[config.mk]
export PLATFORM = sky130hd
export DESIGN_NAME = mul_pipe
export DESIGN_NICKNAME = d
export VERILOG_FILES = /design/src/ooo_isa_pkg.sv /design/src/ooo_uarch_pkg.sv /design/src/mul_pipe.sv
export SDC_FILE = /design/constraint.sdc
export NUM_CORES = 2
export LEC_CHECK = 0
export BUFFER_PORTS_ARGS = -buffer_cell sky130_fd_sc_hd__buf_4
export CAP_MARGIN = 20
export CELL_PAD_IN_SITES_DETAIL_PLACEMENT = 0
export CELL_PAD_IN_SITES_GLOBAL_PLACEMENT = 1
export CORE_ASPECT_RATIO = 2
export CORE_MARGIN = 10
export CORE_UTILIZATION = 35
export CTS_BUF_LIST = sky130_fd_sc_hd__clkbuf_16
export CTS_CLUSTER_DIAMETER = 30
export CTS_CLUSTER_SIZE = 24
export DETAILED_ROUTE_END_ITERATION = 12
export GPL_TIMING_DRIVEN = 0
export PLACE_DENSITY_LB_ADDON = 0.2
export SLEW_MARGIN = 30
export SYNTH_ARGS = -nofsm -noshare
export SYNTH_HDL_FRONTEND = slang
export SYNTH_SLANG_ARGS = --single-unit
export TNS_END_PERCENT = 1
[constraint.sdc]
create_clock -name clk -period 29.7 [get_ports clk]
set_input_delay 4.455 -clock clk [delete_from_list [all_inputs] [get_ports clk]]
set_output_delay 4.455 -clock clk [all_outputs]
set_load 0.02 [all_outputs]
[src/ooo_isa_pkg.sv]
`default_nettype none

package ooo_isa_pkg;

    localparam int XLEN     = 32;
    localparam int NUM_ARCH = 32;

    typedef logic [XLEN-1:0]             word_t;
    typedef logic [$clog2(NUM_ARCH)-1:0] arch_reg_t;

    typedef enum logic [3:0] {
        add,
        sub,
        and_op,
        or_op,
        xor_op,
        sll,
        srl,
        slt,
        mul,
        mulh,
        mulhu
    } op_t;

    typedef struct packed {
        op_t       op;
        arch_reg_t rd;
        arch_reg_t rs1;
        arch_reg_t rs2;
        logic      use_imm;  // imm replaces rs2
        word_t     imm;
    } uop_t;

    typedef struct packed {
        arch_reg_t rd;
        word_t     value;
    } commit_t;

endpackage

`default_nettype wire

[src/ooo_uarch_pkg.sv]
`default_nettype none

package ooo_uarch_pkg;

    localparam int NUM_PHYS = 64;

    typedef logic [$clog2(NUM_PHYS)-1:0] phys_tag_t;

    // result broadcast from an execution unit
    typedef struct packed {
        logic               valid;
        phys_tag_t          tag;
        ooo_isa_pkg::word_t value;
    } wb_t;

    typedef struct packed {
        ooo_isa_pkg::op_t   op;
        logic               use_imm;
        ooo_isa_pkg::word_t imm;
        phys_tag_t          dest;
    } alu_payload_t;

    typedef struct packed {
        ooo_isa_pkg::op_t op;
        phys_tag_t        dest;
    } mul_payload_t;

    // true when a broadcast produces this tag
    function automatic logic wb_hit(wb_t wb, phys_tag_t tag);
        return wb.valid && wb.tag == tag;
    endfunction

endpackage

`default_nettype wire

[src/mul_pipe.sv]
`timescale 1ns/1ps
`default_nettype none

module mul_pipe #(
    parameter int stages = 3
) (
    input  wire logic                        clk,
    input  wire logic                        reset,
    input  wire logic                        issue_valid,
    input  wire ooo_uarch_pkg::mul_payload_t payload,
    input  wire ooo_isa_pkg::word_t          a,
    input  wire ooo_isa_pkg::word_t          b,
    output ooo_uarch_pkg::wb_t               wb
);

    localparam int XLEN = ooo_isa_pkg::XLEN;

    typedef struct packed {
        ooo_uarch_pkg::phys_tag_t tag;
        logic                     hi;  // upper half wanted
        logic [2*XLEN-1:0]        prod;
    } stage_t;

    logic                     signed_op;
    logic signed [XLEN:0]     sa;
    logic signed [XLEN:0]     sb;
    logic signed [2*XLEN+1:0] full;
    logic [stages-1:0]        vld;
    stage_t                   pipe [stages];

    // one extra bit per operand covers both signed and unsigned
    assign signed_op = payload.op != ooo_isa_pkg::mulhu;
    assign sa        = {signed_op && a[XLEN-1], a};
    assign sb        = {signed_op && b[XLEN-1], b};
    assign full      = sa * sb;

    always_ff @(posedge clk) begin
        if (reset) begin
            vld <= '0;
        end else begin
            vld <= {vld[stages-2:0], issue_valid};
        end
        pipe[0] <= '{tag: payload.dest, hi: payload.op != ooo_isa_pkg::mul,
                     prod: full[2*XLEN-1:0]};
        for (int k = 1; k < stages; k++) begin
            pipe[k] <= pipe[k-1];
        end
    end

    assign wb.valid = vld[stages-1];
    assign wb.tag   = pipe[stages-1].tag;
    assign wb.value = pipe[stages-1].hi ? pipe[stages-1].prod[2*XLEN-1:XLEN]
                                        : pipe[stages-1].prod[XLEN-1:0];

endmodule

`default_nettype wire

After elaboration in Yosys (flattened, before gate mapping)
Memories as Yosys holds them, arrays and structs flattened.
Cells that the tools add are included.
Widths: inputs -> output; s select.
- flip-flop bits (word level): 3
- memory bits (writable): 213
- input port bits: 77
- output and inout bits: 39
- memories: 1
- memory list (memory ; depth ; bits a word ; rd ports ; clocked after memory_dff ; write ports ; RTL line ; source):
    pipe ; 3 ; 71 ; 3 ; 0 ; 3 ; mul_pipe.sv:29 ; stage_t pipe [stages];
- $mul: 1
- equality and inequality tests: 2
- muxes and demuxes: 1
- reductions and logical operators: 2
- operators with widths (operator ; number):
    $mul 33x33->64 ; 1
    $mux 32 ; 1
    $ne 4x4->1 const B ; 2
    $logic_and 1x1->1 ; 2

Logic depth before layout (Yosys ltp)
- word-level depth: 3
- gate-level depth with buffers: 32
- depth with buffers taken out: 29

Worst setup path after synthesis
No wires, ideal clock.
- path kind: input port to flip-flop
- start: input port payload[8] in the netlist's numbering
- end: memory pipe[0][62] in the netlist's numbering
- data arrival time: 12324 ps
- required time: 29628 ps
- path slack: 17304 ps
- stages: 29
- buffers on the path: 3
- cell sequence: nor3b_1 -> nand2_1 -> and2_1 -> clkbuf_1 -> clkbuf_1 -> nand2_1 -> inv_1 -> fa_1 -> inv_1 -> fa_1 -> inv_1 -> fa_1 -> fa_1 -> inv_1 -> fa_1 -> fa_1 -> fa_1 -> fa_1 -> inv_1 -> ha_1 -> clkbuf_1 -> nand2_1 -> nor3_1 -> and4_1 -> and3_1 -> a2111oi_2 -> o41ai_2 -> a311oi_1 -> xnor2_1
- RTL lines (item ; RTL line ; source):
    from (decl) ; mul_pipe.sv:10 ; input wire ooo_uarch_pkg::mul_payload_t payload,
    to (decl) ; mul_pipe.sv:29 ;

==> impl_metrics.yaml <==
timing:
  fin_skew_ns: 0.0132
  worstMarginPinSlew_ns: 1.11
  slew_headroom_pct: 26.0
  layout_worst_path_cycle_share_pct: 48.2
  rsz0062_at_grt: "no"
  timing.fmax_ghz: 0.0698
  setup_viol: 0
  setup_tns_ns: 0
  finalHoldViolCount: 0
  slew_violations: 0
  fin_crit_ns: 14.33
detailed_routing:
  drt-total-wl_um: 172000
  dr.pass1.iters: 5
  first_iter_violations: 1707
  wire_per_inst_um: 27.8
  drc_errors: 0
  via_per_inst: 4.95
  final_antenna_net_count: 0
  vias: 30600
synth:
  synth_nets: 5861
  yosys_warnings: 0
  syn_area_per_cell_um2: 9.58
  syn_area_um2: 42600
  yosysSeqAreaShare_pct: 10.2
  postSynth.asyncResetShare_pct: 0
  synth_edf_count: 0
  netlist_instances: 4447
  synthDistinctLibCells: 59
  synthFlopType: "dfxtp_1"
  ys_ff_latch: 216
layout:
  syn_to_final_growth_pct: 9.05
  drive_gt1_share_pct: 5.84
  final.fill_count: 12500
  seq_area_um2: 4320
  nNetsFinal: 6002
  multi_input_area_um2: 33200
setup_path:
  crit_top_cell: "fa_1"
  max_stage_delay_ns: 0.90
  worstPathMaxFanout: 10
  r2r_slack_ns: 29.18
  required_ns: 30.08
  critPathKind: "in -> reg"
  reg2reg_depth: 1
  r2r-end: "vld[1]$_SDFF_PP0_"
  critPathArrivalTime_ns: 14.72
  r2r-start: "vld[0]$_SDFF_PP0_"
  crit_path_end_kind: "flop"
  slowest_stage: "fa_1"
  start_kind: "input port"
die:
  rows: 181
  core_area_um2: 121000
  io_pins: 116
  die_height_um: 513
  die_x_um: 267
  die_area_um2: 137000
  start_util_pct: 35.2
worst_hold_path:
  min_to: "pipe[0][83]$_DFF_P_"
  worstHoldPathCells: 0
  min-delay-start: "pipe[0][12]$_DFF_P_"
  hold_path_class: "reg -> reg"
clocking:
  cts_tree: "done"
  clkTransAtPathRegs_ns: 0.06
  cts_resized: 0
  clock-sinks: 216
  cts_max_path_buffers: 3
  root_buffer: "clkbuf_16"
  post_cts_buffers: 0
  htree_levels: 1
  clock_latency_ns: 0.53
  numCtsBuffers: 27
  hold_buffers: 0
flow_run:
  maxCapViolations: 0
global_routing:
  grt_pass1_wl_um: 245000
  antenna_found_initial: 16
  grt_pass1_vias: 34000
  grt_use_total_pct: 25.3
  gr-total-overflow: 0
  grt_max_degree: 23
placement:
  hpwlAfterDp_um: 150000
  portBuffers: 110
  gp_congestion: 0.964
run_status:
  status: "finished clean"
[stage by stage]
step / std cells / worst slack (ns) / hold WS (ns) / utilization [%] / instance area [µm²]
finish: 6176 / 15.37 / 0.315 / 38.3 / 46400
global route: 6164 / 14.86 / 0.307 / 38.3 / 46400
CTS: 6164 / 15.34 / 0.309 / 38.3 / 46400
detailed placement: 6114 / 14.79 / 0.312 / 37.5 / 45500
global placement: 6112 / 14.82 / 0.310 / 37.4 / 45400
floorplan: 4447 / 17.30 / 0.310 / - / 42600
[placed cells by master, fill, tap and decap left out, drive strengths merged, types with 20 or more instances in the layout]
cell type / Yosys / final
inv: 1122 / 1136
fa: 1125 / 1125
nand2: 776 / 776
and2: 310 / 310
clkbuf: 210 / 237
dfxtp: 216 / 216
ha: 212 / 212
buf: 19 / 131
a21oi: 63 / 63
nor2: 54 / 54
xnor2: 54 / 54
o21ai: 35 / 35
a21o: 34 / 34
mux2: 32 / 32
xor2: 23 / 23
and3: 20 / 20
[how the worst max path moves through the flow]
stage	to	from	depth (start not counted)
global route	pipe[0][62]$_DFF_P_	payload[9]	31
finish	pipe[0][62]$_DFF_P_	payload[9]	30
floorplan	pipe[0][62]$_DFF_P_	payload[8]	29
CTS	pipe[0][62]$_DFF_P_	payload[9]	30
detailed placement	pipe[0][62]$_DFF_P_	payload[9]	30
global placement	pipe[0][62]$_DFF_P_	payload[9]	29
[sequential cells by signal, indices dropped and copies added (netlist names)]
register,count
vld,3
pipe,213
[critical path, delay by kind of cell]
family | cells | cell delay [ns]
AOI/OAI and AO/OA | 3 | 1.37
buffers and inverters | 9 | 2.35
xor gates and xnor gates | 1 | 0.29
adders and majority gates | 9 | 4.64
and+or+nand+nor | 8 | 1.58
[cell usage after synthesis (all sizes together), types with 4 or more instances]
| cell type | n | share of area, % |
|---|---|---|
| xnor2 | 54 | 1.1 |
| nand2b | 9 | 0.13 |
| clkbuf | 210 | 1.9 |
| nor2b | 8 | 0.12 |
| nand4 | 11 | 0.16 |
| a211oi | 13 | 0.23 |
| o211ai | 5 | 0.088 |
| o21ai | 35 | 0.43 |
| a21o | 34 | 0.60 |
| or2 | 8 | 0.12 |
| xor2 | 23 | 0.47 |
| o21a | 11 | 0.19 |
| and2 | 310 | 4.6 |
| nor2 | 54 | 0.48 |
| fa | 1125 | 53 |
| o21bai | 10 | 0.18 |
| buf | 19 | 0.24 |
| ha | 212 | 6.2 |
| and3 | 20 | 0.29 |
| nand3 | 14 | 0.16 |
| mux2 | 32 | 0.85 |
| a21oi | 63 | 0.78 |
| a31oi | 6 | 0.088 |
| inv | 1122 | 9.9 |
| nand2 | 776 | 6.8 |
| o31ai | 4 | 0.071 |
| nor3 | 10 | 0.12 |
| dfxtp | 216 | 10 |
[per-layer routing]
metal	GRT usage [%]	routed length (µm)	vias up
met5	0	13	-
met4	16.3	13900	2
met3	2.45	7430	297
met2	44.5	86700	931
met1	29.1	63600	16400
li1	-	-	13000
[logic make-up after synthesis]
group	after synthesis	synth area share, %
mux	33	0.870
xor+xnor	77	1.58
buf+inv	1351	12.0
fa+ha+maj	1337	59.1
compound gates	201	3.10
simple gates	1232	13.2
flops	216	10.2
[layout make-up]
class | count | area share, %
Antenna cell | 12 | 0.0647
Buffer | 229 | 2.04
Clock buffer | 27 | 1.45
Clock inverter | 23 | 0.617
Inverter | 1122 | 9.07
Multi-Input combinational cell | 2880 | 71.4
Sequential cell | 216 | 9.31
Tap cell | 1555 | 4.19
Timing Repair Buffer | 112 | 1.85
Power is not shown: default switching activity piles up to over one toggle a cycle in this logic, so the estimate is an artifact.
