==> src/ooo_isa_pkg.sv <==
`default_nettype none

package ooo_isa_pkg;

    localparam int XLEN     = 32;
    localparam int NUM_ARCH = 32;

    typedef logic [XLEN-1:0]             word_t;
    typedef logic [$clog2(NUM_ARCH)-1:0] arch_reg_t;

    typedef enum logic [3:0] {
        add,
        sub,
        and_op,
        or_op,
        xor_op,
        sll,
        srl,
        slt,
        mul,
        mulh,
        mulhu
    } op_t;

    typedef struct packed {
        op_t       op;
        arch_reg_t rd;
        arch_reg_t rs1;
        arch_reg_t rs2;
        logic      use_imm;  // imm replaces rs2
        word_t     imm;
    } uop_t;

    typedef struct packed {
        arch_reg_t rd;
        word_t     value;
    } commit_t;

endpackage

`default_nettype wire

==> src/ooo_uarch_pkg.sv <==
`default_nettype none

package ooo_uarch_pkg;

    localparam int NUM_PHYS = 64;

    typedef logic [$clog2(NUM_PHYS)-1:0] phys_tag_t;

    // result broadcast from an execution unit
    typedef struct packed {
        logic               valid;
        phys_tag_t          tag;
        ooo_isa_pkg::word_t value;
    } wb_t;

    typedef struct packed {
        ooo_isa_pkg::op_t   op;
        logic               use_imm;
        ooo_isa_pkg::word_t imm;
        phys_tag_t          dest;
    } alu_payload_t;

    typedef struct packed {
        ooo_isa_pkg::op_t op;
        phys_tag_t        dest;
    } mul_payload_t;

    // true when a broadcast produces this tag
    function automatic logic wb_hit(wb_t wb, phys_tag_t tag);
        return wb.valid && wb.tag == tag;
    endfunction

endpackage

`default_nettype wire

==> src/rename_dispatch.sv <==
`timescale 1ns/1ps
`default_nettype none

module rename_dispatch (
    input  wire logic                       clk,
    input  wire logic                       reset,
    input  wire logic                       dispatch_valid,
    input  wire ooo_isa_pkg::uop_t          dispatch_uop,
    input  wire ooo_uarch_pkg::wb_t         alu_wb,
    input  wire ooo_uarch_pkg::wb_t         mul_wb,
    input  wire logic                       src_ready1,
    input  wire logic                       src_ready2,
    input  wire logic                       free_valid,
    input  wire ooo_uarch_pkg::phys_tag_t   free_tag,
    output logic                            alu_in_valid,
    output logic                            mul_in_valid,
    output ooo_uarch_pkg::phys_tag_t        src1,
    output ooo_uarch_pkg::phys_tag_t        src2,
    output logic                            rdy1,
    output logic                            rdy2,
    output ooo_uarch_pkg::alu_payload_t     alu_payload,
    output ooo_uarch_pkg::mul_payload_t     mul_payload,
    output ooo_isa_pkg::arch_reg_t          alloc_rd,
    output ooo_uarch_pkg::phys_tag_t        alloc_tag,
    output ooo_uarch_pkg::phys_tag_t        release_tag
);

    localparam int FREE_DEPTH = ooo_uarch_pkg::NUM_PHYS - ooo_isa_pkg::NUM_ARCH;
    localparam int FW         = $clog2(FREE_DEPTH);

    ooo_uarch_pkg::phys_tag_t map_table [ooo_isa_pkg::NUM_ARCH];
    ooo_uarch_pkg::phys_tag_t free_list [FREE_DEPTH];
    logic [FW-1:0]            fl_head;
    logic [FW-1:0]            fl_tail;
    logic [FW:0]              fl_count;
    logic                     is_mul;
    logic                     writes_rd;

    assign is_mul    = dispatch_uop.op inside {ooo_isa_pkg::mul, ooo_isa_pkg::mulh,
                                               ooo_isa_pkg::mulhu};
    assign writes_rd = dispatch_uop.rd != '0;

    assign src1 = map_table[dispatch_uop.rs1];
    assign src2 = map_table[dispatch_uop.rs2];
    // same-cycle broadcast would be missed by the station otherwise
    assign rdy1 = src_ready1 || ooo_uarch_pkg::wb_hit(alu_wb, src1)
                  || ooo_uarch_pkg::wb_hit(mul_wb, src1);
    assign rdy2 = (dispatch_uop.use_imm && !is_mul) || src_ready2
                  || ooo_uarch_pkg::wb_hit(alu_wb, src2) || ooo_uarch_pkg::wb_hit(mul_wb, src2);

    assign alloc_tag   = free_list[fl_head];
    assign alloc_rd    = dispatch_uop.rd;
    assign release_tag = writes_rd ? map_table[dispatch_uop.rd] : alloc_tag;  // x0 drops its own

    assign alu_in_valid = dispatch_valid && !is_mul;
    assign mul_in_valid = dispatch_valid && is_mul;

    always_comb begin
        alu_payload.op      = dispatch_uop.op;
        alu_payload.use_imm = dispatch_uop.use_imm;
        alu_payload.imm     = dispatch_uop.imm;
        alu_payload.dest    = alloc_tag;
        mul_payload.op      = dispatch_uop.op;
        mul_payload.dest    = alloc_tag;
    end

    always_ff @(posedge clk) begin
        if (reset) begin
            for (int i = 0; i < ooo_isa_pkg::NUM_ARCH; i++) begin
                map_table[i] <= ooo_uarch_pkg::phys_tag_t'(i);
            end
            for (int i = 0; i < FREE_DEPTH; i++) begin
                free_list[i] <= ooo_uarch_pkg::phys_tag_t'(ooo_isa_pkg::NUM_ARCH + i);
            end
            fl_head  <= '0;
            fl_tail  <= '0;
            fl_count <= (FW+1)'(FREE_DEPTH);
        end else begin
            if (dispatch_valid) begin
                fl_head <= fl_head + 1'b1;
                if (writes_rd) begin
                    map_table[dispatch_uop.rd] <= alloc_tag;
                end
            end
            if (free_valid) begin  // tag returned by commit
                free_list[fl_tail] <= free_tag;
                fl_tail            <= fl_tail + 1'b1;
            end
            fl_count <= fl_count + (FW+1)'(free_valid) - (FW+1)'(dispatch_valid);
        end
    end

    // rob credits must keep enough tags in reserve
    a_free_list_not_empty: assert property (@(posedge clk) disable iff (reset)
        dispatch_valid |-> fl_count != '0);

endmodule

`default_nettype wire

==> config.mk <==
export PLATFORM = sky130hd
export DESIGN_NAME = rename_dispatch
export DESIGN_NICKNAME = d
export VERILOG_FILES = /design/src/ooo_isa_pkg.sv /design/src/ooo_uarch_pkg.sv /design/src/rename_dispatch.sv
export SDC_FILE = /design/constraint.sdc
export NUM_CORES = 1
export LEC_CHECK = 0
export ABC_AREA = 0
export BUFFER_PORTS_ARGS = -buffer_cell sky130_fd_sc_hd__buf_2
export CAP_MARGIN = 20
export CORE_MARGIN = 2
export CORE_UTILIZATION = 40
export CTS_CLUSTER_DIAMETER = 40
export DETAILED_ROUTE_END_ITERATION = 8
export SYNTH_ARGS = -nofsm -noshare
export SYNTH_HDL_FRONTEND = slang
export SYNTH_SLANG_ARGS = --single-unit
==> constraint.sdc <==
create_clock -name clk -period 4.55 [get_ports clk]
set_clock_uncertainty 0.2 [all_clocks]
set_input_delay 0.2275 -clock clk [delete_from_list [all_inputs] [get_ports clk]]
set_output_delay 0.2275 -clock clk [all_outputs]
set_load 0.005 [all_outputs]
Word-level counts from Yosys, hierarchy flattened. Memories as Yosys holds them, arrays and structs flattened. A register that Yosys moved wholly into a read port is not among the register bits. Cells that the tools add are included.

Muxes and demuxes: 18. Equality and inequality tests: 7. $add $sub $neg: 2. Reductions and logical operators: 17.

Operator list (count): equality test 6 bit (4); 2-to-1 mux 5 bit (4); 2-to-1 mux 6 bit (3); equality test 4 bit (second input constant) (3); OR reduction 6 bit (2); 2-to-1 mux 1 bit (11); adder 5 x 1 -> 5 bit (second input constant) (2); logical AND 1 bit (7); logical OR 1 bit (5); nonzero test 5 bit (1); nonzero test 3 bit (1); logical NOT 1 bit (1).

Memories kept: 2. Register bits after elaboration: 10. Bits in writable memories: 384. Output and inout bits: 86. Logic and storage cells: 48.

Memory list: free_list (words 32, bits a word 6, read ports 1, clocked after memory_dff 1, write ports 32, line rename_dispatch.sv:32) `ooo_uarch_pkg::phys_tag_t free_list [FREE_DEPTH];`; map_table (words 32, bits a word 6, read ports 3, clocked after memory_dff 0, write ports 32, line rename_dispatch.sv:31) `ooo_uarch_pkg::phys_tag_t map_table [ooo_isa_pkg::NUM_ARCH];`.

Longest topological paths before layout.
Depth in word-level cells: 7. Depth in mapped cells: 11. Gate-level depth less buffers: 8.

Worst setup path after synthesis. Ideal clock, no wire load.

Kind: register to output. Start: register (tool-made name). End: output alu_payload[5] (netlist name). Slack: 1480 ps. Arrival: 2643 ps. Buffers on the path: 4. Cell stages (with the launch flop): 9. Data required time: 4123 ps. Cell sequence: dfxtp_1 buf_2 buf_2 mux4_2 mux4_2 mux2i_1 buf_2 inv_1 buf_4.

RTL lines: end: declaration (line rename_dispatch.sv:21) `output ooo_uarch_pkg::alu_payload_t alu_payload,`.

==> flow_metrics.tcl <==
set metrics [dict create \
    run_status "complete, no violations" \
    routedWlPerCell_um 25.59 \
    cts.clk_slew.worst_paths_ns 0.06 \
    num_vias 14201 \
    crit_arrival_ns 3.76 \
    switching_share 0.2592 \
    p_sw_mw 2.564 \
    viasPerCell 5.957 \
    vdd_drop_max_mv 0.3129 \
    crit_slowest_cell "mux2i_4" \
    drt-met1-wl_um 24310 \
    instances_no_fill 2384 \
    die_y_um 238.6 \
    rows 85 \
    leakage_nw 7.766 \
    wl_um 61000 \
    pin_count 228 \
    dp.cells 2268 \
    finalCritPeriodShare 0.9207 \
    first_iter_violations 1364 \
    crit_path_start_kind "flop" \
    power_frac_seq 0.421 \
    cts_setup_buffers 0 \
    fin_nets 1784 \
    drtPass1Iterations 5 \
    intPower_mw 7.329 \
    root_buffer "clkbuf_16" \
    start_util 0.4066 \
    first_global_vias 14326 \
    clk-insertion-delay-late_ns 0.64 \
    die_area_um2 56920 \
    syn_to_final_growth_pct 13.46 \
    cts_sinks 399 \
    cts_buffer_depth 3 \
    grt_start_max_net_pins 63 \
    grt_usage 0.2173 \
    fill_cells 4787 \
    p_clk_frac 0.467 \
    rsz0062_at_grt "no" \
    synth_top_area_frac 0.5238 \
    max_stage_delay_ns 0.66 \
    port_buffers 99 \
    critical_path.cell_chain "buf_4, mux4_2, mux4_2, mux2i_4, buf_4, inv_1, buf_2" \
    layout_commonest_cell "edfxtp_1" \
    post-route-drc-count 0 \
    cts-resized-gates 0 \
    die-width_um 238.6 \
    hold_viol 0 \
    ant_nets 0 \
    fin_setup_tns_ns 0 \
    ys_ff_latch 399 \
    setup_violations 0 \
    final_cell_mix "edfxtp_1, mux4_2, nand2_1" \
    maxUsedRoutingLayer "met4" \
    maxSlewHeadroom 0.3148 \
    period_minus_slack_ns 4.189 \
    gp_congestion 0.9106 \
    combPwrFrac 0.112 \
    wl_met3_um 4677 \
    required_ns 4.12 \
    grt_overflow 0 \
    numCtsBuffers 57 \
    crit_type "reg2out" \
    synth_area_per_cell_um2 13.66 \
    fmaxAchievable_ghz 0.2387 \
    drv_slew 0 \
    met2_length_um 29620 \
    cp_max_fo 21 \
    cts_tree "yes" \
    antenna_found_initial 0 \
    ys_seq_area_frac 0.5375 \
    grt_pass1_wl_um 91780 \
    synthDistinctLibCells 44 \
    worst_pin_slew_ns 1.025 \
    hold_path_class "in2reg" \
    synth_area_leaders "edfxtp_1, mux4_2, nand2_1" \
    syn_area_um2 22010 \
    synth_warnings 0 \
    drive_gt1_frac 0.3078 \
    max_cap_violations 0 \
    powerDensity_nw_per_um2 396.1 \
    synth_top_cell_by_area "edfxtp_1" \
    core_um2 54130 \
    cts.htree.levels 2 \
    syn_inst 1611 \
    endpoint_kind "primary output" \
    hpwl_um 42280 \
]
synthesized netlist by cell type, drive strengths merged:
cell type	count
nand2	188
nor2	182
nor2b	7
a21oi	14
xnor2	12
nand2b	33
nand4b	2
mux2	1
buf	112
a22oi	12
and3	3
nand3	32
conb	1
and2	40
a311o	2
o211ai	3
a211oi	3
nand4	4
xor2	18
mux2i	29
edfxtp	384
and3b	2
or3	68
or2	35
dfxtp	15
mux4	218
nand3b	5
clkbuf	84
a22o	2
a211o	2
inv	25
ha	5
a221oi	2
nor4	4
clkinv	1
o21ai	5
nor3	52
a31oi	1
o21bai	3
worst max-delay path, delay by kind of cell (launching register included):
| family | cells | cell delay [ns] |
|---|---|---|
| buffers and inverters | 4 | 0.74 |
| multiplexers | 3 | 1.77 |
| flip-flops | 1 | 0.62 |
layer usage:
metal  global-route usage  up-vias
li1                     -     6096
met1               0.2854     7281
met2               0.3574      707
met3              0.04249      117
met4              0.08409        0
met5                    0        -
logic make-up (layout without fill, tap and decap cells):
logic type / Yosys count / in the layout / synth area share
buf+inv: 222 / 292 / 0.05212
simple gates: 657 / 657 / 0.1406
fa+ha+maj: 5 / 5 / 0.002842
compound gates: 49 / 49 / 0.01506
xor+xnor: 30 / 30 / 0.01194
flops: 399 / 399 / 0.5375
other cells: 1 / 8 / 0.0001704
mux: 248 / 248 / 0.2398
worst paths after layout:
kind                                                  endpoint  depth (start not counted)               startpoint  slack (ns)
worst max register to register   map_table[9][0]$_SDFFCE_PN1P_                          6                     flop        0.98
worst min-delay path            map_table[12][2]$_SDFFCE_PN1P_                          5         dispatch_uop[46]        0.08
worst min register to register         fl_head[4]$_SDFFE_PP0P_                          2  fl_head[4]$_SDFFE_PP0P_        0.34
worst max-delay path                            mul_payload[0]                          7                     flop        0.36
power groups by stage:
stage                     sequential (mW)  clock [mW]  combinational [mW]
after global placement               4.23           0                1.09
after floorplan                      4.20           0               0.760
after detailed placement             4.24           0                1.10
after CTS                            4.16        4.67                1.11
after global routing                 4.17        4.82                1.17
final                                4.16        4.62                1.11
timing repair:
item,4_1_cts,5_1_grt
hold buffers,6,0
hold endpoints to repair,40,0
endpoints found under the setup margin,0,0
area by class of cell:
type,instances,area [um^2],share of cell area
Sequential cell,399,11840,0.4739
Inverter,26,97.59,0.003908
Tap cell,696,870.8,0.03487
Clock inverter,48,581.8,0.02330
Multi-Input combinational cell,995,9128,0.3655
Timing Repair Buffer,158,1018,0.04078
Antenna cell,2,5.005,0.0002004
Clock buffer,60,1438,0.05756
state kept, by name, summed over array words and instances, names as in the netlist, named ones only:
name	cells
map_table	192
fl_head	5
free_list	192
fl_tail	5
through the flow:
step	power, mW	utilization	area (um^2)	hold slack (ns)	worst slack, ns
after global placement	5.325	0.4229	22890	0.2550	0.9651
after floorplan	4.959	-	22030	0.1751	1.480
final	9.893	0.4614	24980	0.07801	0.3606
after CTS	9.942	0.4613	24970	0.04302	0.3109
after global routing	10.17	0.4613	24970	0.09663	0.1908
after detailed placement	5.340	0.4229	22890	0.2550	0.9677
(Power assumes the default switching activity.)
