<file path="src/ooo_isa_pkg.sv">
`default_nettype none

package ooo_isa_pkg;

    localparam int XLEN     = 32;
    localparam int NUM_ARCH = 32;

    typedef logic [XLEN-1:0]             word_t;
    typedef logic [$clog2(NUM_ARCH)-1:0] arch_reg_t;

    typedef enum logic [3:0] {
        add,
        sub,
        and_op,
        or_op,
        xor_op,
        sll,
        srl,
        slt,
        mul,
        mulh,
        mulhu
    } op_t;

    typedef struct packed {
        op_t       op;
        arch_reg_t rd;
        arch_reg_t rs1;
        arch_reg_t rs2;
        logic      use_imm;  // imm replaces rs2
        word_t     imm;
    } uop_t;

    typedef struct packed {
        arch_reg_t rd;
        word_t     value;
    } commit_t;

endpackage

`default_nettype wire

</file>
<file path="src/ooo_uarch_pkg.sv">
`default_nettype none

package ooo_uarch_pkg;

    localparam int NUM_PHYS = 64;

    typedef logic [$clog2(NUM_PHYS)-1:0] phys_tag_t;

    // result broadcast from an execution unit
    typedef struct packed {
        logic               valid;
        phys_tag_t          tag;
        ooo_isa_pkg::word_t value;
    } wb_t;

    typedef struct packed {
        ooo_isa_pkg::op_t   op;
        logic               use_imm;
        ooo_isa_pkg::word_t imm;
        phys_tag_t          dest;
    } alu_payload_t;

    typedef struct packed {
        ooo_isa_pkg::op_t op;
        phys_tag_t        dest;
    } mul_payload_t;

    // true when a broadcast produces this tag
    function automatic logic wb_hit(wb_t wb, phys_tag_t tag);
        return wb.valid && wb.tag == tag;
    endfunction

endpackage

`default_nettype wire

</file>
<file path="src/reorder_buffer.sv">
`timescale 1ns/1ps
`default_nettype none

module reorder_buffer #(
    parameter int depth = 8
) (
    input  wire logic                     clk,
    input  wire logic                     reset,
    input  wire logic                     alloc_valid,
    input  wire ooo_isa_pkg::arch_reg_t   alloc_rd,
    input  wire ooo_uarch_pkg::phys_tag_t alloc_tag,
    input  wire ooo_uarch_pkg::phys_tag_t release_tag,
    output ooo_uarch_pkg::phys_tag_t      head_tag,
    input  wire logic                     head_ready,
    input  wire ooo_isa_pkg::word_t       head_value,
    output logic                          commit_valid,
    output ooo_isa_pkg::commit_t          commit_data,
    output logic                          free_valid,
    output ooo_uarch_pkg::phys_tag_t      free_tag
);

    localparam int PW = $clog2(depth);
    localparam int CW = $clog2(depth + 1);

    typedef struct packed {
        ooo_isa_pkg::arch_reg_t   rd;
        ooo_uarch_pkg::phys_tag_t tag;
        ooo_uarch_pkg::phys_tag_t rel;  // freed on commit
    } rob_entry_t;

    rob_entry_t    entries [depth];
    logic [PW-1:0] head;
    logic [PW-1:0] tail;
    logic [CW-1:0] count;

    // depth need not be a power of two
    function automatic logic [PW-1:0] bump(logic [PW-1:0] p);
        return (p == PW'(depth - 1)) ? '0 : p + 1'b1;
    endfunction

    assign head_tag     = entries[head].tag;
    assign commit_valid = count != '0 && head_ready;
    assign commit_data  = '{rd: entries[head].rd, value: head_value};
    assign free_valid   = commit_valid;
    assign free_tag     = entries[head].rel;

    always_ff @(posedge clk) begin
        if (alloc_valid) begin
            entries[tail] <= '{rd: alloc_rd, tag: alloc_tag, rel: release_tag};
        end
        if (reset) begin
            head  <= '0;
            tail  <= '0;
            count <= '0;
        end else begin
            if (alloc_valid) tail <= bump(tail);
            if (commit_valid) head <= bump(head);
            count <= count + CW'(alloc_valid) - CW'(commit_valid);
        end
    end

    // dispatcher must hold a credit per slot
    a_no_alloc_when_full: assert property (@(posedge clk) disable iff (reset)
        alloc_valid |-> count < CW'(depth));

endmodule

`default_nettype wire

</file>
<file path="config.mk">
export PLATFORM = sky130hd
export DESIGN_NAME = reorder_buffer
export DESIGN_NICKNAME = d
export VERILOG_FILES = /design/src/ooo_isa_pkg.sv /design/src/ooo_uarch_pkg.sv /design/src/reorder_buffer.sv
export SDC_FILE = /design/constraint.sdc
export NUM_CORES = 1
export LEC_CHECK = 0
export ABC_AREA = 1
export BUFFER_PORTS_ARGS = -buffer_cell sky130_fd_sc_hd__buf_2
export CAP_MARGIN = 10
export CORE_UTILIZATION = 55
export CTS_BUF_LIST = sky130_fd_sc_hd__clkbuf_8 sky130_fd_sc_hd__clkbuf_16
export CTS_CLUSTER_SIZE = 20
export DETAILED_ROUTE_END_ITERATION = 8
export PLACE_DENSITY = 0.77
export SLEW_MARGIN = 20
export SYNTH_ARGS = -nofsm -noshare
export SYNTH_HDL_FRONTEND = slang
export SYNTH_SLANG_ARGS = --single-unit
</file>
<file path="constraint.sdc">
create_clock -name clk -period 4.35 [get_ports clk]
set_input_delay 0.87 -clock clk [delete_from_list [all_inputs] [get_ports clk]]
set_output_delay 0.87 -clock clk [all_outputs]
set_load 0.01 [all_outputs]
</file>
* Yosys cells after proc, flatten, opt, wreduce, memory -nomap -nowiden
Memories as Yosys holds them, arrays and structs flattened. A register that Yosys moved wholly into a read port is not among the register bits.
Index checks and enable logic that the tools add are counted.
** Word-level totals
- Bits of input ports :: 53
- Bits in writable memories :: 136
- Bits in registers :: 10
- Logic and storage cells :: 18
- Memories kept :: 1
** Memories
- entries :: words 8, width 17, rd ports 1, clocked after memory_dff 1, wr ports 1, RTL line reorder_buffer.sv:31 : rob_entry_t entries [depth];
** Cells by class
- Add/sub/neg operators :: 4
- Eq/ne operators :: 2
- Mux-type cells :: 6
- Reduce and logical (&&, ||, !) cells :: 2
** Operators by type and width (number)
- 3-bit two-way mux :: 4
- 3-bit by 1-bit adder with 3-bit output, second input constant :: 2
- 3-bit equality test, second input constant :: 2
- 4-bit by 1-bit adder with 4-bit output :: 1
- 4-bit nonzero test :: 1
- 4-bit by 1-bit subtractor with 4-bit output :: 1
- 1-bit two-way mux :: 2
- 1-bit logical AND :: 1

* Logic depth before layout (Yosys ltp)
- Word-level depth :: 4
- Mapped depth :: 13
- Mapped depth without buffers :: 13

* Least setup slack after synthesis
Ideal clock, no wire load.
- Path kind :: input to register
- From :: input head_ready
- To :: register count[2]
- Data required time :: 4.235 ns
- Cell stages on the path :: 8
- Slack :: 2.173 ns
- Library setup time :: 0.115 ns
- Arrival time :: 2.062 ns
- Cell sequence :: nand2_1 inv_1 nand2_1 o21ai_0 ha_1 fa_1 xnor2_1 nor2_1
** Between the ends
- Word-level cells in the longest chain between the ends :: 2
** Ends and longest elaborated chain
- from (decl) :: RTL line reorder_buffer.sv:14 : input wire logic head_ready,
- 1-bit logical AND :: RTL line reorder_buffer.sv:42 : assign commit_valid = count != '0 && head_ready;
- named net commit_valid :: RTL line reorder_buffer.sv:16 : output logic commit_valid,
- 4-bit by 1-bit subtractor with 4-bit output :: RTL line reorder_buffer.sv:58 : count <= count + CW'(alloc_valid) - CW'(commit_valid);
- to (signal assigned) :: RTL line reorder_buffer.sv:58
- to (decl) :: RTL line reorder_buffer.sv:34 : logic [CW-1:0] count;
The timed path passes the listed nets, and every way through them passes these cells.
A chain may end at the register's enable or synchronous reset.

==> impl_summary.log <==
INFO  metric final_layout_size_suffix_gt1_share = 11.3%
INFO  metric num_rows = 40
INFO  metric route.top_layer_used = met4
INFO  metric postCtsResizedCells = 0
INFO  metric finalClockSkew = 0.00574 ns
INFO  metric dieArea = 12900 µm²
INFO  metric antenna_violating_nets_post_route = 0
INFO  metric ys_seq_area_share = 63.4%
INFO  metric grt_start_max_net_pins = 69
INFO  metric async_flop_share = 0%
INFO  metric postCtsSetupBuffers = 0
INFO  metric htree_levels = 4
INFO  metric min_path_type = reg2reg
INFO  metric worst_setup_path_end_kind = output port
INFO  metric wl = 13.0 mm
INFO  metric finalCriticalPeriod = 3.11 ns
INFO  metric met1_length = 5.28 mm
INFO  metric power.ir.vdd_worst = 0.451 mV
INFO  metric setup_total_negative_slack = 0 ns
INFO  metric cts.root.buffer_cell = sky130_fd_sc_hd__clkbuf_16
INFO  metric drc = 0
INFO  metric final.period_utilization = 71.4%
INFO  metric grt_setup_unrepaired = false
INFO  metric num-nets-final = 791
INFO  metric power_leakage = 3.53 nW
INFO  metric crit_type = reg2out
INFO  metric hpwl = 7.66 mm
INFO  metric tritoncts_clock_tree = built
INFO  metric worst_setup_hold_path_clk_slew = 0.06 ns
INFO  metric port_buffers = 39
INFO  metric wl_met2 = 6.63 mm
INFO  metric grt_antenna_before_repair = 0
INFO  metric clock_path_buffers = 2
INFO  metric timing_hold_violations_final = 0
INFO  metric top_level_ports = 104
INFO  metric final_core_util = 62.3%
INFO  metric critPathRequiredTime = 3.48 ns
INFO  metric routedWlPerCell = 14.3 µm
INFO  metric die_height = 114 µm
INFO  metric synth_top_cell_by_area = sky130_fd_sc_hd__edfxtp_1
INFO  metric max_freq = 322 MHz
INFO  metric slew_viol_final = 0
INFO  metric tightest_slew = 0.960 ns
INFO  metric worst-path-max-fanout = 68
INFO  metric synthToLayoutAreaGrowth = 9.66%
INFO  metric antenna_cells_inserted = 0
INFO  metric internal-power = 0.00279 W
INFO  metric p_sw = 0.00121 W
INFO  metric clock_power_share = 34.6%
INFO  metric grt_usage = 22.3%
INFO  metric insertion_delay = 0.42 ns
INFO  metric post-synth-top-area-fraction = 59.6%
INFO  metric max_slew_margin = 36.0%
INFO  metric globalRoute.totalOverflow = 0
INFO  metric run_status = complete, no violations
INFO  metric placedInstanceArea = 6950 µm²
INFO  metric synth-seq-cells = 149
INFO  metric fp.coreArea = 12100 µm²
INFO  metric via_count = 4435
INFO  metric cts_made_buffers = 17
INFO  metric wl_met3 = 812 µm
INFO  metric first_global_vias = 4413
INFO  metric cts.hold.buffers_added = 0
INFO  metric synth.distinct_cells = 20
INFO  metric timing.critical_path.from_type = register
INFO  metric max-cap-violations = 0
INFO  metric primary_ff_master_synth = sky130_fd_sc_hd__edfxtp_1
INFO  metric synth_enable_flop_cells = 136
INFO  metric ys_top_cells_by_area = sky130_fd_sc_hd__edfxtp_1 (60%), sky130_fd_sc_hd__nand2_1 (13%), sky130_fd_sc_hd__inv_1 (8.4%), sky130_fd_sc_hd__nand3_1 (5.1%), sky130_fd_sc_hd__buf_4 (4.1%)
INFO  metric clkSinkCount = 149
INFO  metric gpl.final_weighted_congestion = 0.715
INFO  metric synth_top_cells_by_count = sky130_fd_sc_hd__nand2_1 (241), sky130_fd_sc_hd__inv_1 (153), sky130_fd_sc_hd__edfxtp_1 (136)
INFO  metric finalSetupViolations = 0
INFO  metric floorplan.die.width = 114 µm
INFO  metric synthesis.yosys.warnings = 0
INFO  metric seq_power_share = 41.4%
INFO  metric postSynthNetCount = 779
INFO  metric initial_utilization = 56.8%
INFO  metric num-fill-cells = 957
INFO  metric synthesis.area = 6860 µm²
INFO  metric swShare = 30.3%
INFO  metric finalInstanceArea = 7520 µm²
INFO  metric arrival = 2.24 ns
INFO  metric post_drt_via_cell_ratio = 4.87
INFO  metric grt_pass1_wl = 21.0 mm
INFO  metric drt-initial-drc-count = 324
INFO  metric p_per_area = 532 nW/µm²
INFO  metric most_frequent_cell_after_synthesis = sky130_fd_sc_hd__nand2_1
INFO  metric combinational_share_of_power = 24.0%
INFO  metric syn_inst = 717
INFO  metric drt_pass1_iterations = 5
INFO  metric synthesis.area_per_instance = 9.56 µm²
## layout make-up
| type | count | area (µm²) | area share, % |
|---|---|---|---|
| Timing Repair Buffer | 51 | 285 | 3.79 |
| Clock buffer | 17 | 425 | 5.66 |
| Clock inverter | 15 | 141 | 1.88 |
| Inverter | 156 | 587 | 7.81 |
| Multi-Input combinational cell | 354 | 1520 | 20.3 |
| Tap cell | 168 | 210 | 2.80 |
| Sequential cell | 149 | 4350 | 57.8 |
## per-layer routing
layer / vias to the layer above / global-route usage (%)
met4: 0 / 10.5
met1: 2054 / 25.7
li1: 2208 / -
met3: 27 / 6.80
met2: 146 / 38.0
met5: - / 0
## flip-flops by register name, summed over array words and instances, names as in the netlist, named ones only
register / flops
tail: 3
count: 4
entries: 136
head: 3
## power by group through the flow
stage | Combinational (W) | Sequential, W | Clock, W
after global routing | 0.00110 | 0.00166 | 0.00146
after floorplan | 0.000741 | 0.00168 | 0
after global placement | 0.000922 | 0.00168 | 0
after CTS | 0.000967 | 0.00165 | 0.00141
final | 0.000959 | 0.00165 | 0.00138
after detailed placement | 0.000960 | 0.00168 | 0
## placed cells by master (no fill, tap or decap), drive strengths merged
cell      Yosys  routed
xnor2         1       1
bufinv        0       2
o21ai         2       2
dfxtp        13      13
nand3b        1       1
buf          55      51
clkinvlp      0       5
fa            1       1
nor2         24      24
nand3        70      70
inv         155     155
clkbuf        3      17
nand2       241     241
or2           1       1
ha            8       8
clkinv        1       9
a21oi         5       5
edfxtp      136     136
## final timing paths
path | from | to | cells past startpoint | slack (ns)
max | register | free_tag[3] | 7 | 1.24
min | tail[0] | tail[0] | 2 | 0.52
max reg2reg | count[2] | count[2] | 11 | 2.34
min reg2reg | tail[0] | tail[0] | 2 | 0.52
## through the flow
step	power [W]	instances	hold slack [ns]	setup slack, ns
6_report	0.00400	910	0.519	1.24
5_1_grt	0.00422	910	0.526	0.995
4_1_cts	0.00403	910	0.511	1.23
3_5_place_dp	0.00264	878	0.502	1.72
3_3_place_gp	0.00260	878	0.476	1.75
2_1_floorplan	0.00242	717	0.463	2.17
## worst max-delay path, cell delays in order, from the launching register on
cell and delay, ns:
sky130_fd_sc_hd__dfxtp_2 0.33, sky130_fd_sc_hd__clkinv_2 0.71, sky130_fd_sc_hd__nand2_1 0.30, sky130_fd_sc_hd__nand3_1 0.13, sky130_fd_sc_hd__nand2_1 0.09, sky130_fd_sc_hd__nand2_1 0.05
sky130_fd_sc_hd__nand2_1 0.07, sky130_fd_sc_hd__buf_2 0.12
## cells by family (layout without fill, tap and decap cells)
family          after synthesis  in the layout  share of synthesized area, %
xor+xnor                      1              1                         0.128
buf+inv                     214            239                          14.4
compound gates                7              7                         0.511
flops                       149            149                          63.4
simple gates                337            337                          19.8
fa+ha+maj                     9              9                          1.75
(Power assumes the default switching activity.)
