File: config.mk
export PLATFORM = sky130hd
export DESIGN_NAME = alu_unit
export DESIGN_NICKNAME = d
export VERILOG_FILES = /design/src/ooo_isa_pkg.sv /design/src/ooo_uarch_pkg.sv /design/src/alu_unit.sv
export SDC_FILE = /design/constraint.sdc
export NUM_CORES = 1
export LEC_CHECK = 0
export BUFFER_PORTS_ARGS = -buffer_cell sky130_fd_sc_hd__buf_2
export CORE_AREA = 2 2 196 198
export DETAILED_ROUTE_END_ITERATION = 6
export DIE_AREA = 0 0 198 200
export PLACE_DENSITY_LB_ADDON = 0.15
export SYNTH_ARGS = -nofsm -noshare
export SYNTH_HDL_FRONTEND = slang
export SYNTH_SLANG_ARGS = --single-unit
export TNS_END_PERCENT = 20
File: constraint.sdc
create_clock -name clk -period 13 [get_ports clk]
set_clock_uncertainty 0.05 [all_clocks]
set_input_delay 0.65 -clock clk [delete_from_list [all_inputs] [get_ports clk]]
set_output_delay 0.65 -clock clk [all_outputs]
set_load 0.1 [all_outputs]
File: src/ooo_isa_pkg.sv
`default_nettype none

package ooo_isa_pkg;

    localparam int XLEN     = 32;
    localparam int NUM_ARCH = 32;

    typedef logic [XLEN-1:0]             word_t;
    typedef logic [$clog2(NUM_ARCH)-1:0] arch_reg_t;

    typedef enum logic [3:0] {
        add,
        sub,
        and_op,
        or_op,
        xor_op,
        sll,
        srl,
        slt,
        mul,
        mulh,
        mulhu
    } op_t;

    typedef struct packed {
        op_t       op;
        arch_reg_t rd;
        arch_reg_t rs1;
        arch_reg_t rs2;
        logic      use_imm;  // imm replaces rs2
        word_t     imm;
    } uop_t;

    typedef struct packed {
        arch_reg_t rd;
        word_t     value;
    } commit_t;

endpackage

`default_nettype wire

File: src/ooo_uarch_pkg.sv
`default_nettype none

package ooo_uarch_pkg;

    localparam int NUM_PHYS = 64;

    typedef logic [$clog2(NUM_PHYS)-1:0] phys_tag_t;

    // result broadcast from an execution unit
    typedef struct packed {
        logic               valid;
        phys_tag_t          tag;
        ooo_isa_pkg::word_t value;
    } wb_t;

    typedef struct packed {
        ooo_isa_pkg::op_t   op;
        logic               use_imm;
        ooo_isa_pkg::word_t imm;
        phys_tag_t          dest;
    } alu_payload_t;

    typedef struct packed {
        ooo_isa_pkg::op_t op;
        phys_tag_t        dest;
    } mul_payload_t;

    // true when a broadcast produces this tag
    function automatic logic wb_hit(wb_t wb, phys_tag_t tag);
        return wb.valid && wb.tag == tag;
    endfunction

endpackage

`default_nettype wire

File: src/alu_unit.sv
`timescale 1ns/1ps
`default_nettype none

module alu_unit (
    input  wire logic                        clk,
    input  wire logic                        reset,
    input  wire logic                        issue_valid,
    input  wire ooo_uarch_pkg::alu_payload_t payload,
    input  wire ooo_isa_pkg::word_t          a,
    input  wire ooo_isa_pkg::word_t          b,
    output ooo_uarch_pkg::wb_t               wb
);

    ooo_isa_pkg::word_t op_b;
    ooo_isa_pkg::word_t result;

    assign op_b = payload.use_imm ? payload.imm : b;

    always_comb begin
        case (payload.op)
            ooo_isa_pkg::add:    result = a + op_b;
            ooo_isa_pkg::sub:    result = a - op_b;
            ooo_isa_pkg::and_op: result = a & op_b;
            ooo_isa_pkg::or_op:  result = a | op_b;
            ooo_isa_pkg::xor_op: result = a ^ op_b;
            ooo_isa_pkg::sll:    result = a << op_b[4:0];
            ooo_isa_pkg::srl:    result = a >> op_b[4:0];
            ooo_isa_pkg::slt:    result = ooo_isa_pkg::word_t'($signed(a) < $signed(op_b));
            default:             result = '0;  // multiplies never steered here
        endcase
    end

    always_ff @(posedge clk) begin
        if (reset) begin
            wb.valid <= 1'b0;
        end else begin
            wb.valid <= issue_valid;
        end
        wb.tag   <= payload.dest;
        wb.value <= result;
    end

endmodule

`default_nettype wire

# [Word-level counts from Yosys, hierarchy flattened]
# Cells that the tools add are included.
[totals] output_inout_bits=39 romBits=0 regBits=39 latchBits=0 mem_bits_rw=0 memories=0 wordCells=21
[classes] n_div=0 multipliers=0 n_eq_ne=7 bitwise=3 add_sub_neg=2 magnitude_cmp=1 n_shift=2 mux=2 reduce_logical=1
[op_table] cell="$pmux W32 S8" count=1
[op_table] cell="$add A32 B32 Y32" count=1
[op_table] cell="$and A32 B32 Y32" count=1
[op_table] cell="$lt A32 B32 Y1" count=1
[op_table] cell="$mux W32" count=1
[op_table] cell="$or A32 B32 Y32" count=1
[op_table] cell="$shl A32 B5 Y32" count=1
[op_table] cell="$shr A32 B5 Y32" count=1
[op_table] cell="$sub A32 B32 Y32" count=1
[op_table] cell="$xor A32 B32 Y32" count=1
[op_table] cell="$eq A4 B3 Y1 const B" count=4
[op_table] cell="$eq A4 B2 Y1 const B" count=2
[op_table] cell="$eq A4 B1 Y1 const B" count=1
[op_table] cell="$logic_not A4 Y1" count=1

# [Longest topological paths before layout]
# Gate-level depths: netlist of the first run.
[logic_depth] word_depth=3 mapped_depth=18 ltp_nobuf=14

# [Worst setup path before layout of the first run]
# No wires, ideal clock.
[synth_timing] kind="in2reg" from="in payload[38] in the netlist's numbering" to="reg wb[30] in the netlist's numbering" required_ps=12830 n_path_buf=5 cell_stages=16 arrival_ps=4882 slack_ps=7949 path_cell_list="buf_2 > buf_1 > mux2i_1 > clkbuf_1 > clkbuf_1 > clkbuf_1 > ha_1 > nor2b_1 > a2111oi_0 > o21ai_1 > a311o_1 > a311oi_1 > o211ai_1 > nand3_1 > o21ai_0 > a211o_1"
[synth_via] elab_chain_len=3 elab_cells_between_ends=9
[synth_rtl] item="from (decl)" line="alu_unit.sv:8" source="input wire ooo_uarch_pkg::alu_payload_t payload,"
[synth_rtl] item="$mux W32 *" line="alu_unit.sv:17" source="assign op_b = payload.use_imm ? payload.imm : b;"
[synth_rtl] item="$sub A32 B32 Y32 (tied with other cells)" line="alu_unit.sv:22" source="ooo_isa_pkg::sub: result = a - op_b;"
[synth_rtl] item="$pmux W32 S8 *" line="alu_unit.sv:20" source="case (payload.op)"
[synth_rtl] item="net result[30]" line="alu_unit.sv:15" source="ooo_isa_pkg::word_t result;"
[synth_rtl] item="to (decl)" line="alu_unit.sv:11" source="output ooo_uarch_pkg::wb_t wb"
# The timed path passes the listed nets; every way through them passes the cells marked *.
# A chain may end at the register's enable or synchronous reset.

# [Final worst setup path of the first run]
[layout_timing] from="in payload[38] in the netlist's numbering" to="reg wb[26] in the netlist's numbering"
# Same word-level chain as after synthesis.

==> impl_metrics.yaml, run 1 <==
outcome:
  status: "finished clean"
power:
  switching_power_mw: 0.530
  swShare: 0.579
  p_comb_frac: 0.690
  internal_power_mw: 0.385
  power_density_nw_per_um2: 86.5
  cellLeakagePower_nw: 4.79
  seqPwrFrac: 0.153
  peakVddDrop_v: 0.0000517
  clkPwrFrac: 0.157
timing:
  relSlewSlack: 0.119
  max_freq_mhz: 176
  setup_tns_ns: 0
  tightest_slew_ns: 1.29
  final_max_slew_viol_count: 0
  finalCritPeriodShare: 0.438
  worst_slack_ns: 7.31
  grt_setup_unrepaired: "no"
  layout_min_cycle_time_ns: 5.69
  finalSetupViolCount: 0
  hold_violations: 0
clocking:
  cts_tree: "done"
  clk_pin_slew_ns: 0.08
  root_buffer: "clkbuf_16"
  h-tree-depth: 2
  cts_setup_buffers: 0
  cts_buffers: 5
  cts.sinks: 39
  cts_hold_buf: 0
  ctsLongestPathBuffers: 2
  cts.repair.resized: 0
detailed_routing:
  drt_wl_total_mm: 48.5
  drt_iter0_drc: 1247
  routed_via_density: 5.73
  drt-pass1-iter-count: 5
  drc: 0
  final_antenna_net_count: 0
  num_vias: 10900
  avgRoutedWirePerCell_um: 25.4
hold_path:
  hp-start: "payload[0]"
  whs_path_depth: 1
  hold-path-endpoint: "wb[32]"
  hp-class: "input pin to flip-flop"
placed_design:
  gp_congestion: 0.960
  placed_cell_area_um2: 10400
  place_worst_setup_slack_ns: 7.03
  dp_hpwl_mm: 38.5
  portBuffers: 148
synthesis:
  yosysSeqAreaShare: 0.0846
  synth_edf_count: 0
  syn_nets: 1536
  yosys_warnings: 0
  syn-mean-instance-area_um2: 7.02
  synthMuxAreaShare: 0.159
  ys_async_sr_fraction: 0
  synth_ff_type: "dfxtp_1"
  synth_top_family_by_area: "compound AO/OA/AOI/OAI gates"
  yosysTopAreaCellShare: 0.148
  synth.distinct_cells: 74
  synth.most_common_cell: "nand2_1"
  synthXorXnorAreaFrac: 0.0228
  netlist_area_um2: 9230
  syn-instance-count: 1315
  synth_simple_gate_area_frac: 0.189
  synthTopCellsByCount: "nand2_1, mux2i_1, ha_1, nor2_1, a21oi_1"
  synth.area.top_cells: "ha_1, mux2i_1, dfxtp_1"
  synth_fa_ha_area_frac: 0.152
  yosysTopAreaCell: "ha_1"
  synth_compound_area_frac: 0.314
  synth_seq_cells: 39
setup_path:
  cp_slowest_cell: "a2111oi_0"
  arrival_ns: 5.80
  worstSetupStartpointType: "input pin"
  worstSetupPathType: "input pin to flip-flop"
  end_kind: "flip-flop"
  crit_path_max_incr_delay_ns: 0.64
  cp_max_fo: 62
  crit_chain: "buf_2, buf_4, mux2i_4, buf_4, inv_4, ha_1, inv_1, fa_1, nand2b_1, a2111oi_0, o21ai_1, a311o_1, a311oi_1, o211ai_1, a31oi_1, xnor2_1, o211ai_1"
  required_ns: 13.11
floorplan:
  die_width_um: 198
  die-area_um2: 39600
  core_um2: 37400
  die_y_um: 200
  initial_core_util: 0.247
  rows: 71
  io_pins: 149
cells_and_area:
  fin_area_um2: 10600
  antenna_cells: 0
  biggestRegsByFlops: "wb (39)"
  drive_above_1_share: 0.150
  nFillCells: 4176
  area_growth_pct: 14.5
  fin_nets: 1616
  regMostFlops: "wb"
  largest_reg_flops: 39
grt:
  grt.met2_usage: 0.377
  grtUsageMet3: 0.0417
  use_met1: 0.328
  grt_max_degree: 63
  grt_use_total: 0.240
  grt_pass1_vias: 10300
  antenna_found_initial: 0
  overflow: 0
  busiest_layer: "met2"
  grt_pass1_wl_mm: 69.3
job:
  maxCapViolations: 0
==> worst max-delay path, delay by kind of cell <==
| kind | cells | cell delay, ns |
|---|---|---|
| buf+inv | 5 | 1.52 |
| simple gates | 1 | 0.11 |
| fa+ha+maj | 2 | 0.52 |
| compound gates | 7 | 2.45 |
| mux | 1 | 0.32 |
| xor+xnor | 1 | 0.15 |
==> per-layer routing <==
| metal | share of wire | vias up |
|---|---|---|
| met1 | 0.45 | 5330 |
| met2 | 0.44 | 517 |
| met3 | 0.076 | 74 |
| met4 | 0.035 | 0 |
| met5 | 0 | - |
| li1 | - | 5009 |
==> cells in the final DEF (no fill, tap or decap), types with 10 or more instances in the layout <==
cell,instances
buf_2,148
nand2_1,132
mux2i_1,124
nor2_1,109
ha_1,109
a21oi_1,91
inv_1,84
o21ai_1,55
o21ai_0,45
dfxtp_1,39
o211ai_1,35
nor3_1,33
nand3_1,29
a211oi_1,24
xnor2_1,23
o221ai_1,20
buf_4,20
a22oi_1,18
a221oi_1,18
or3_1,13
a21o_1,13
o21bai_1,13
a31oi_1,12
nand4_1,11
inv_2,10
==> cell type report <==
cell class                 instances  area (um2)  share of cell area
multi-input combinational       1084        7750               0.733
timing repair buffer             168         891              0.0843
inverter                          97         367              0.0347
tap                              511         639              0.0605
clock inverter                     2        12.5             0.00118
sequential                        39         781              0.0738
clock buffer                       6         129              0.0122
==> power by group through the flow <==
stage | registers [mW] | logic [mW] | clock network (mW)
2_1_floorplan | 0.245 | 0.326 | 0
3_3_place_gp | 0.143 | 0.619 | 0
3_5_place_dp | 0.143 | 0.616 | 0
4_1_cts | 0.140 | 0.619 | 0.148
5_1_grt | 0.141 | 0.668 | 0.150
6_report | 0.140 | 0.631 | 0.144
==> cells by family (layout without fill, tap and decap cells) <==
logic type / count (synthesis) / in the layout
xor+xnor: 24 / 24
flops: 39 / 39
mux: 137 / 137
buf+inv: 192 / 273
simple gates: 382 / 382
compound gates: 430 / 430
fa+ha+maj: 111 / 111
==> through the flow <==
step | std cells | total power [mW] | util | hold slack (ns)
3_3_place_gp | 1899 | 0.763 | 0.279 | 0.702
6_report | 1907 | 0.915 | 0.283 | 0.386
4_1_cts | 1907 | 0.907 | 0.283 | 0.376
2_1_floorplan | 1315 | 0.571 | - | 0.628
3_5_place_dp | 1899 | 0.759 | 0.279 | 0.704
5_1_grt | 1907 | 0.959 | 0.283 | 0.376
==> worst max-delay path by stage <==
| stage | from | endpoint | slack [ns] | depth (start not counted) |
|---|---|---|---|---|
| detailed placement | payload[38] | wb[26] | 7.03 | 17 |
| global placement | payload[38] | wb[26] | 7.07 | 17 |
| finish | payload[38] | wb[26] | 7.31 | 17 |
| floorplan | payload[38] | wb[30] | 7.95 | 16 |
| global route | payload[38] | wb[26] | 7.06 | 17 |
| CTS | payload[38] | wb[26] | 7.38 | 17 |
Note: power is estimated with default switching activity, not from simulation.
==> inputs of run 2 (changes only) <==
--- a/config.mk
+++ b/config.mk
@@ -5,10 +5,11 @@
 export SDC_FILE = /design/constraint.sdc
 export NUM_CORES = 1
 export LEC_CHECK = 0
+export ABC_AREA = 1
 export BUFFER_PORTS_ARGS = -buffer_cell sky130_fd_sc_hd__buf_2
-export CORE_AREA = 2 2 196 198
+export CORE_AREA = 2 2 212 214
 export DETAILED_ROUTE_END_ITERATION = 6
-export DIE_AREA = 0 0 198 200
+export DIE_AREA = 0 0 214 216
 export PLACE_DENSITY_LB_ADDON = 0.15
 export SYNTH_ARGS = -nofsm -noshare
 export SYNTH_HDL_FRONTEND = slang
==> constraint.sdc (replaced) <==
create_clock -name clk -period 5.94 [get_ports clk]
set_clock_uncertainty 0.05 [all_clocks]
set_input_delay 0.297 -clock clk [delete_from_list [all_inputs] [get_ports clk]]
set_output_delay 0.297 -clock clk [all_outputs]
set_load 0.1 [all_outputs]
==> impl_metrics.yaml, run 2 <==
detailed_routing:
  num_vias: 14700
  drt_wl_total_mm: 62.0
  avgRoutedWirePerCell_um: 22.2
  final_antenna_net_count: 0
  drc: 0
  routed_via_density: 5.25
  drt_iter0_drc: 1605
  drt-pass1-iter-count: 6
clocking:
  cts_setup_buffers: 0
  ctsLongestPathBuffers: 2
  cts.repair.resized: 0
  cts_hold_buf: 0
  cts_tree: "done"
  h-tree-depth: 2
  cts.sinks: 39
  clk_pin_slew_ns: 0.07
  root_buffer: "clkbuf_16"
  cts_buffers: 5
grt:
  grt_pass1_wl_mm: 89.9
  grt_pass1_vias: 13900
  grtUsageMet3: 0.0323
  grt.met2_usage: 0.442
  use_met1: 0.339
  overflow: 0
  grt_max_degree: 69
  grt_use_total: 0.261
  busiest_layer: "met2"
  antenna_found_initial: 2
cells_and_area:
  antenna_cells: 0
  largest_reg_flops: 39
  drive_above_1_share: 0.0997
  nFillCells: 5210
  area_growth_pct: 12.4
  fin_nets: 2427
  seqCellArea_um2: 781
  multiInputGateArea_um2: 8490
  fin_cells: 2799
  final_common_cell: "nand2_1"
  regMostFlops: "wb"
  layout_common_cells: "nand2_1, nand3_1, inv_1, nor2_1, buf_2"
  biggestRegsByFlops: "wb (39)"
floorplan:
  rows: 77
  io_pins: 149
  core_um2: 43800
  die_width_um: 214
  die-area_um2: 46200
  initial_core_util: 0.248
  die_y_um: 216
synthesis:
  synthTopCellsByCount: "nand2_1, nand3_1, inv_1"
  netlist_area_um2: 10900
  synth.most_common_cell: "nand2_1"
  synth_ff_type: "dfxtp_1"
  syn-instance-count: 2124
  syn-mean-instance-area_um2: 5.12
  synth_seq_cells: 39
  synth.area.top_cells: "nand2_1, nand3_1, ha_1"
  ys_async_sr_fraction: 0
  yosysTopAreaCell: "nand2_1"
  synth_edf_count: 0
  yosysTopAreaCellShare: 0.216
  synth.distinct_cells: 40
  yosys_warnings: 0
  yosysSeqAreaShare: 0.0718
  syn_nets: 2345
timing:
  grt_setup_unrepaired: "no"
  finalSetupViolCount: 0
  final_max_slew_viol_count: 0
  tightest_slew_ns: 0.974
  setup_tns_ns: 0
  hold_violations: 0
  finalCritPeriodShare: 0.676
  max_freq_mhz: 249
  relSlewSlack: 0.344
  layout_min_cycle_time_ns: 4.02
power:
  seqPwrFrac: 0.143
  switching_power_mw: 1.31
  cellLeakagePower_nw: 6.80
  swShare: 0.605
  clkPwrFrac: 0.172
  peakVddDrop_v: 0.0000919
  p_comb_frac: 0.686
  power_density_nw_per_um2: 177
  internal_power_mw: 0.856
placed_design:
  dp_cells: 2791
  gp_congestion: 1.04
  dp_hpwl_mm: 50.9
  portBuffers: 148
setup_path:
  cp_max_fo: 34
  worstSetupStartpointType: "input pin"
  required_ns: 6.15
  worstSetupPathType: "input pin to flip-flop"
  end_kind: "flip-flop"
  arrival_ns: 4.23
job:
  maxCapViolations: 0
outcome:
  status: "finished clean"
hold_path:
  hp-class: "input pin to flip-flop"
==> run 2: kinds of logic after synthesis <==
kind of cell,share of synthesized area
AOI/OAI and AO/OA,0.125
xor gates and xnor gates,0.00161
adders and majority gates,0.129
buffers and inverters,0.148
DFF,0.0718
and+or+nand+nor,0.525
==> run 2: critical path: stages <==
cell and delay, ns:
buf_2 0.09, buf_4 0.25, inv_2 0.57, or2_2 0.23, nand2_2 0.35, ha_1 0.52, inv_1 0.11, or2_2 0.34
nand3b_1 0.12, nand2_1 0.14, nand2_1 0.09, nand2_1 0.18, nand2_1 0.11, nand2_1 0.05, o21ai_0 0.50, nor2_1 0.14
nand3_1 0.12
==> run 2: area by class of cell <==
class                           instances  share of cell area
Multi-Input combinational cell       1683               0.695
Inverter                              312              0.0958
Sequential cell                        39              0.0638
Clock buffer                            6              0.0114
Clock inverter                          2             0.00287
Tap cell                              592              0.0606
Timing Repair Buffer                  165              0.0710
==> run 2: per-layer routing <==
metal	up-vias	routed length, um
li1	7009	-
met1	6923	26400
met2	659	29200
met3	103	4080
met4	4	2370
met5	-	24
==> run 2: worst paths after layout <==
check	start	end	slack, ns	cells past startpoint
max	payload[38]	wb[10]	1.92	17
min	payload[1]	wb[33]	0.02	1
==> run 2: metrics by stage <==
stage                      util  power, mW  setup WS, ns  hold WS, ns  cell area, um2
final                     0.279       2.16          1.92       0.0176           12200
after global routing      0.279       2.30          1.60      0.00615           12200
after CTS                 0.279       2.15          1.96      0.00203           12200
after detailed placement  0.275       1.77          1.62        0.351           12100
after global placement    0.275       1.77          1.65        0.350           12100
after floorplan               -       1.31          3.40        0.275           10900
==> run 2: power by group through the flow <==
stage / clock (mW) / sequential, mW / combinational, mW
after detailed placement: 0 / 0.316 / 1.45
after CTS: 0.380 / 0.311 / 1.46
after floorplan: 0 / 0.525 / 0.782
after global placement: 0 / 0.317 / 1.46
final: 0.371 / 0.309 / 1.48
after global routing: 0.387 / 0.311 / 1.61
==> inputs of run 3 (changes only) <==
==> constraint.sdc (replaced) <==
create_clock -name clk -period 3.77 [get_ports clk]
set_clock_uncertainty 0.05 [all_clocks]
set_input_delay 0.1885 -clock clk [delete_from_list [all_inputs] [get_ports clk]]
set_output_delay 0.1885 -clock clk [all_outputs]
set_load 0.1 [all_outputs]
==> impl_metrics.yaml, run 3 (synthesis results as in run 2) <==
outcome:
  status: "finished clean"
detailed_routing:
  drt-pass1-iter-count: 6
  final_antenna_net_count: 0
  avgRoutedWirePerCell_um: 22.0
  routed_via_density: 5.19
  drt_iter0_drc: 1635
  drc: 0
  drt_wl_total_mm: 62.2
  num_vias: 14700
job:
  maxCapViolations: 0
placed_design:
  gp_congestion: 1.01
  dp_hpwl_mm: 51.4
  portBuffers: 148
  dp_cells: 2813
cells_and_area:
  final_common_cell: "nand2_1"
  drive_above_1_share: 0.108
  multiInputGateArea_um2: 8490
  layout_common_cells: "nand2_1, nand3_1, inv_1, nor2_1, buf_2"
  area_growth_pct: 15.0
  biggestRegsByFlops: "wb (39)"
  antenna_cells: 0
  largest_reg_flops: 39
  finish.utilization: 0.285
  seqCellArea_um2: 781
  regMostFlops: "wb"
  fin_nets: 2456
  fin_cells: 2828
  nFillCells: 5193
floorplan:
  die-area_um2: 46200
  die_y_um: 216
  initial_core_util: 0.248
  die_width_um: 214
  core_um2: 43800
  io_pins: 149
  rows: 77
grt:
  grt_pass1_wl_mm: 89.8
  grt_pass1_vias: 13900
  grt_use_total: 0.262
  grt_max_degree: 64
  overflow: 0
  antenna_found_initial: 0
timing:
  setup_tns_ns: 0
  relSlewSlack: 0.500
  finalSetupViolCount: 0
  final_max_slew_viol_count: 0
  finalCritPeriodShare: 0.836
  max_freq_mhz: 317
  layout_min_cycle_time_ns: 3.15
  tightest_slew_ns: 0.750
  hold_violations: 0
  grt_setup_unrepaired: "no"
setup_path:
  required_ns: 3.92
  end_kind: "flip-flop"
  worstSetupPathType: "input pin to flip-flop"
  cp_max_fo: 21
  worstSetupStartpointType: "input pin"
  arrival_ns: 3.30
clocking:
  cts_tree: "done"
  h-tree-depth: 2
  cts_setup_buffers: 0
  clk_pin_slew_ns: 0.08
  ctsLongestPathBuffers: 2
  cts_buffers: 5
  cts.sinks: 39
  root_buffer: "clkbuf_16"
  cts.repair.resized: 0
power:
  power_density_nw_per_um2: 280
  fin_total_pwr_mw: 3.50
  cellLeakagePower_nw: 6.95
  peakVddDrop_v: 0.000159
hold_path:
  hp-class: "input pin to flip-flop"
  whs_path_depth: 3
run 3: cell count changes in the layout (fill, tap and decap cells not counted):
cell / change
buf_12: +2
buf_4: +20
bufinv_16: +1
clkbuf_1: +1
clkbuf_8: -1
clkinv_2: -1
dlygate4sd3_1: +7
run 3: routing by layer:
layer  routed length, um  GRT usage
met5                   0          0
met4                2290     0.0958
met2               29400      0.449
met3                4310     0.0374
met1               26200      0.333
run 3: repair_timing:
action,in CTS,in global routing
hold buffers,7,0
hold endpoints to repair,7,0
setup endpoints to repair,0,0
run 3: worst max-delay path, cell delays in order:
cell	delay [ns]
buf_2	0.20
inv_2	0.19
buf_12	0.20
or2_2	0.27
o21ai_0	0.23
ha_1	0.45
nor2_1	0.19
inv_1	0.08
o21ai_0	0.35
inv_1	0.10
nand3_1	0.18
xor2_1	0.25
nor2_1	0.06
nor2_1	0.18
nand2_1	0.15
run 3: path summary, 6_finish.rpt:
kind        start      to  slack, ns
min   issue_valid  wb[38]       0.02
max   payload[38]  wb[13]       0.62
run 3: cell type report:
cell class,count,share of cell area
multi-input cells,1683,0.679
flip-flops and latches,39,0.0624
repair buffers,194,0.0903
clock buffers,6,0.0103
clock inverters,2,0.00480
inverters,312,0.0937
well taps,592,0.0592
run 3: per-stage QoR:
step | cell area (um2) | setup WS (ns) | hold WS, ns
4_1_cts | 12500 | 0.621 | 0.0132
3_5_place_dp | 12200 | 0.261 | 0.242
6_report | 12500 | 0.617 | 0.0172
3_3_place_gp | 12200 | 0.210 | 0.241
2_1_floorplan | 10900 | 1.33 | 0.166
5_1_grt | 12500 | 0.375 | 0.0352
run 3: report_power, final:
group / internal, mW / leakage, nW / total (mW) / switching (mW)
Sequential: 0.460 / 0.324 / 0.484 / 0.0242
Clock: 0.383 / 0.0911 / 0.648 / 0.266
Combinational: 0.583 / 6.53 / 2.37 / 1.79
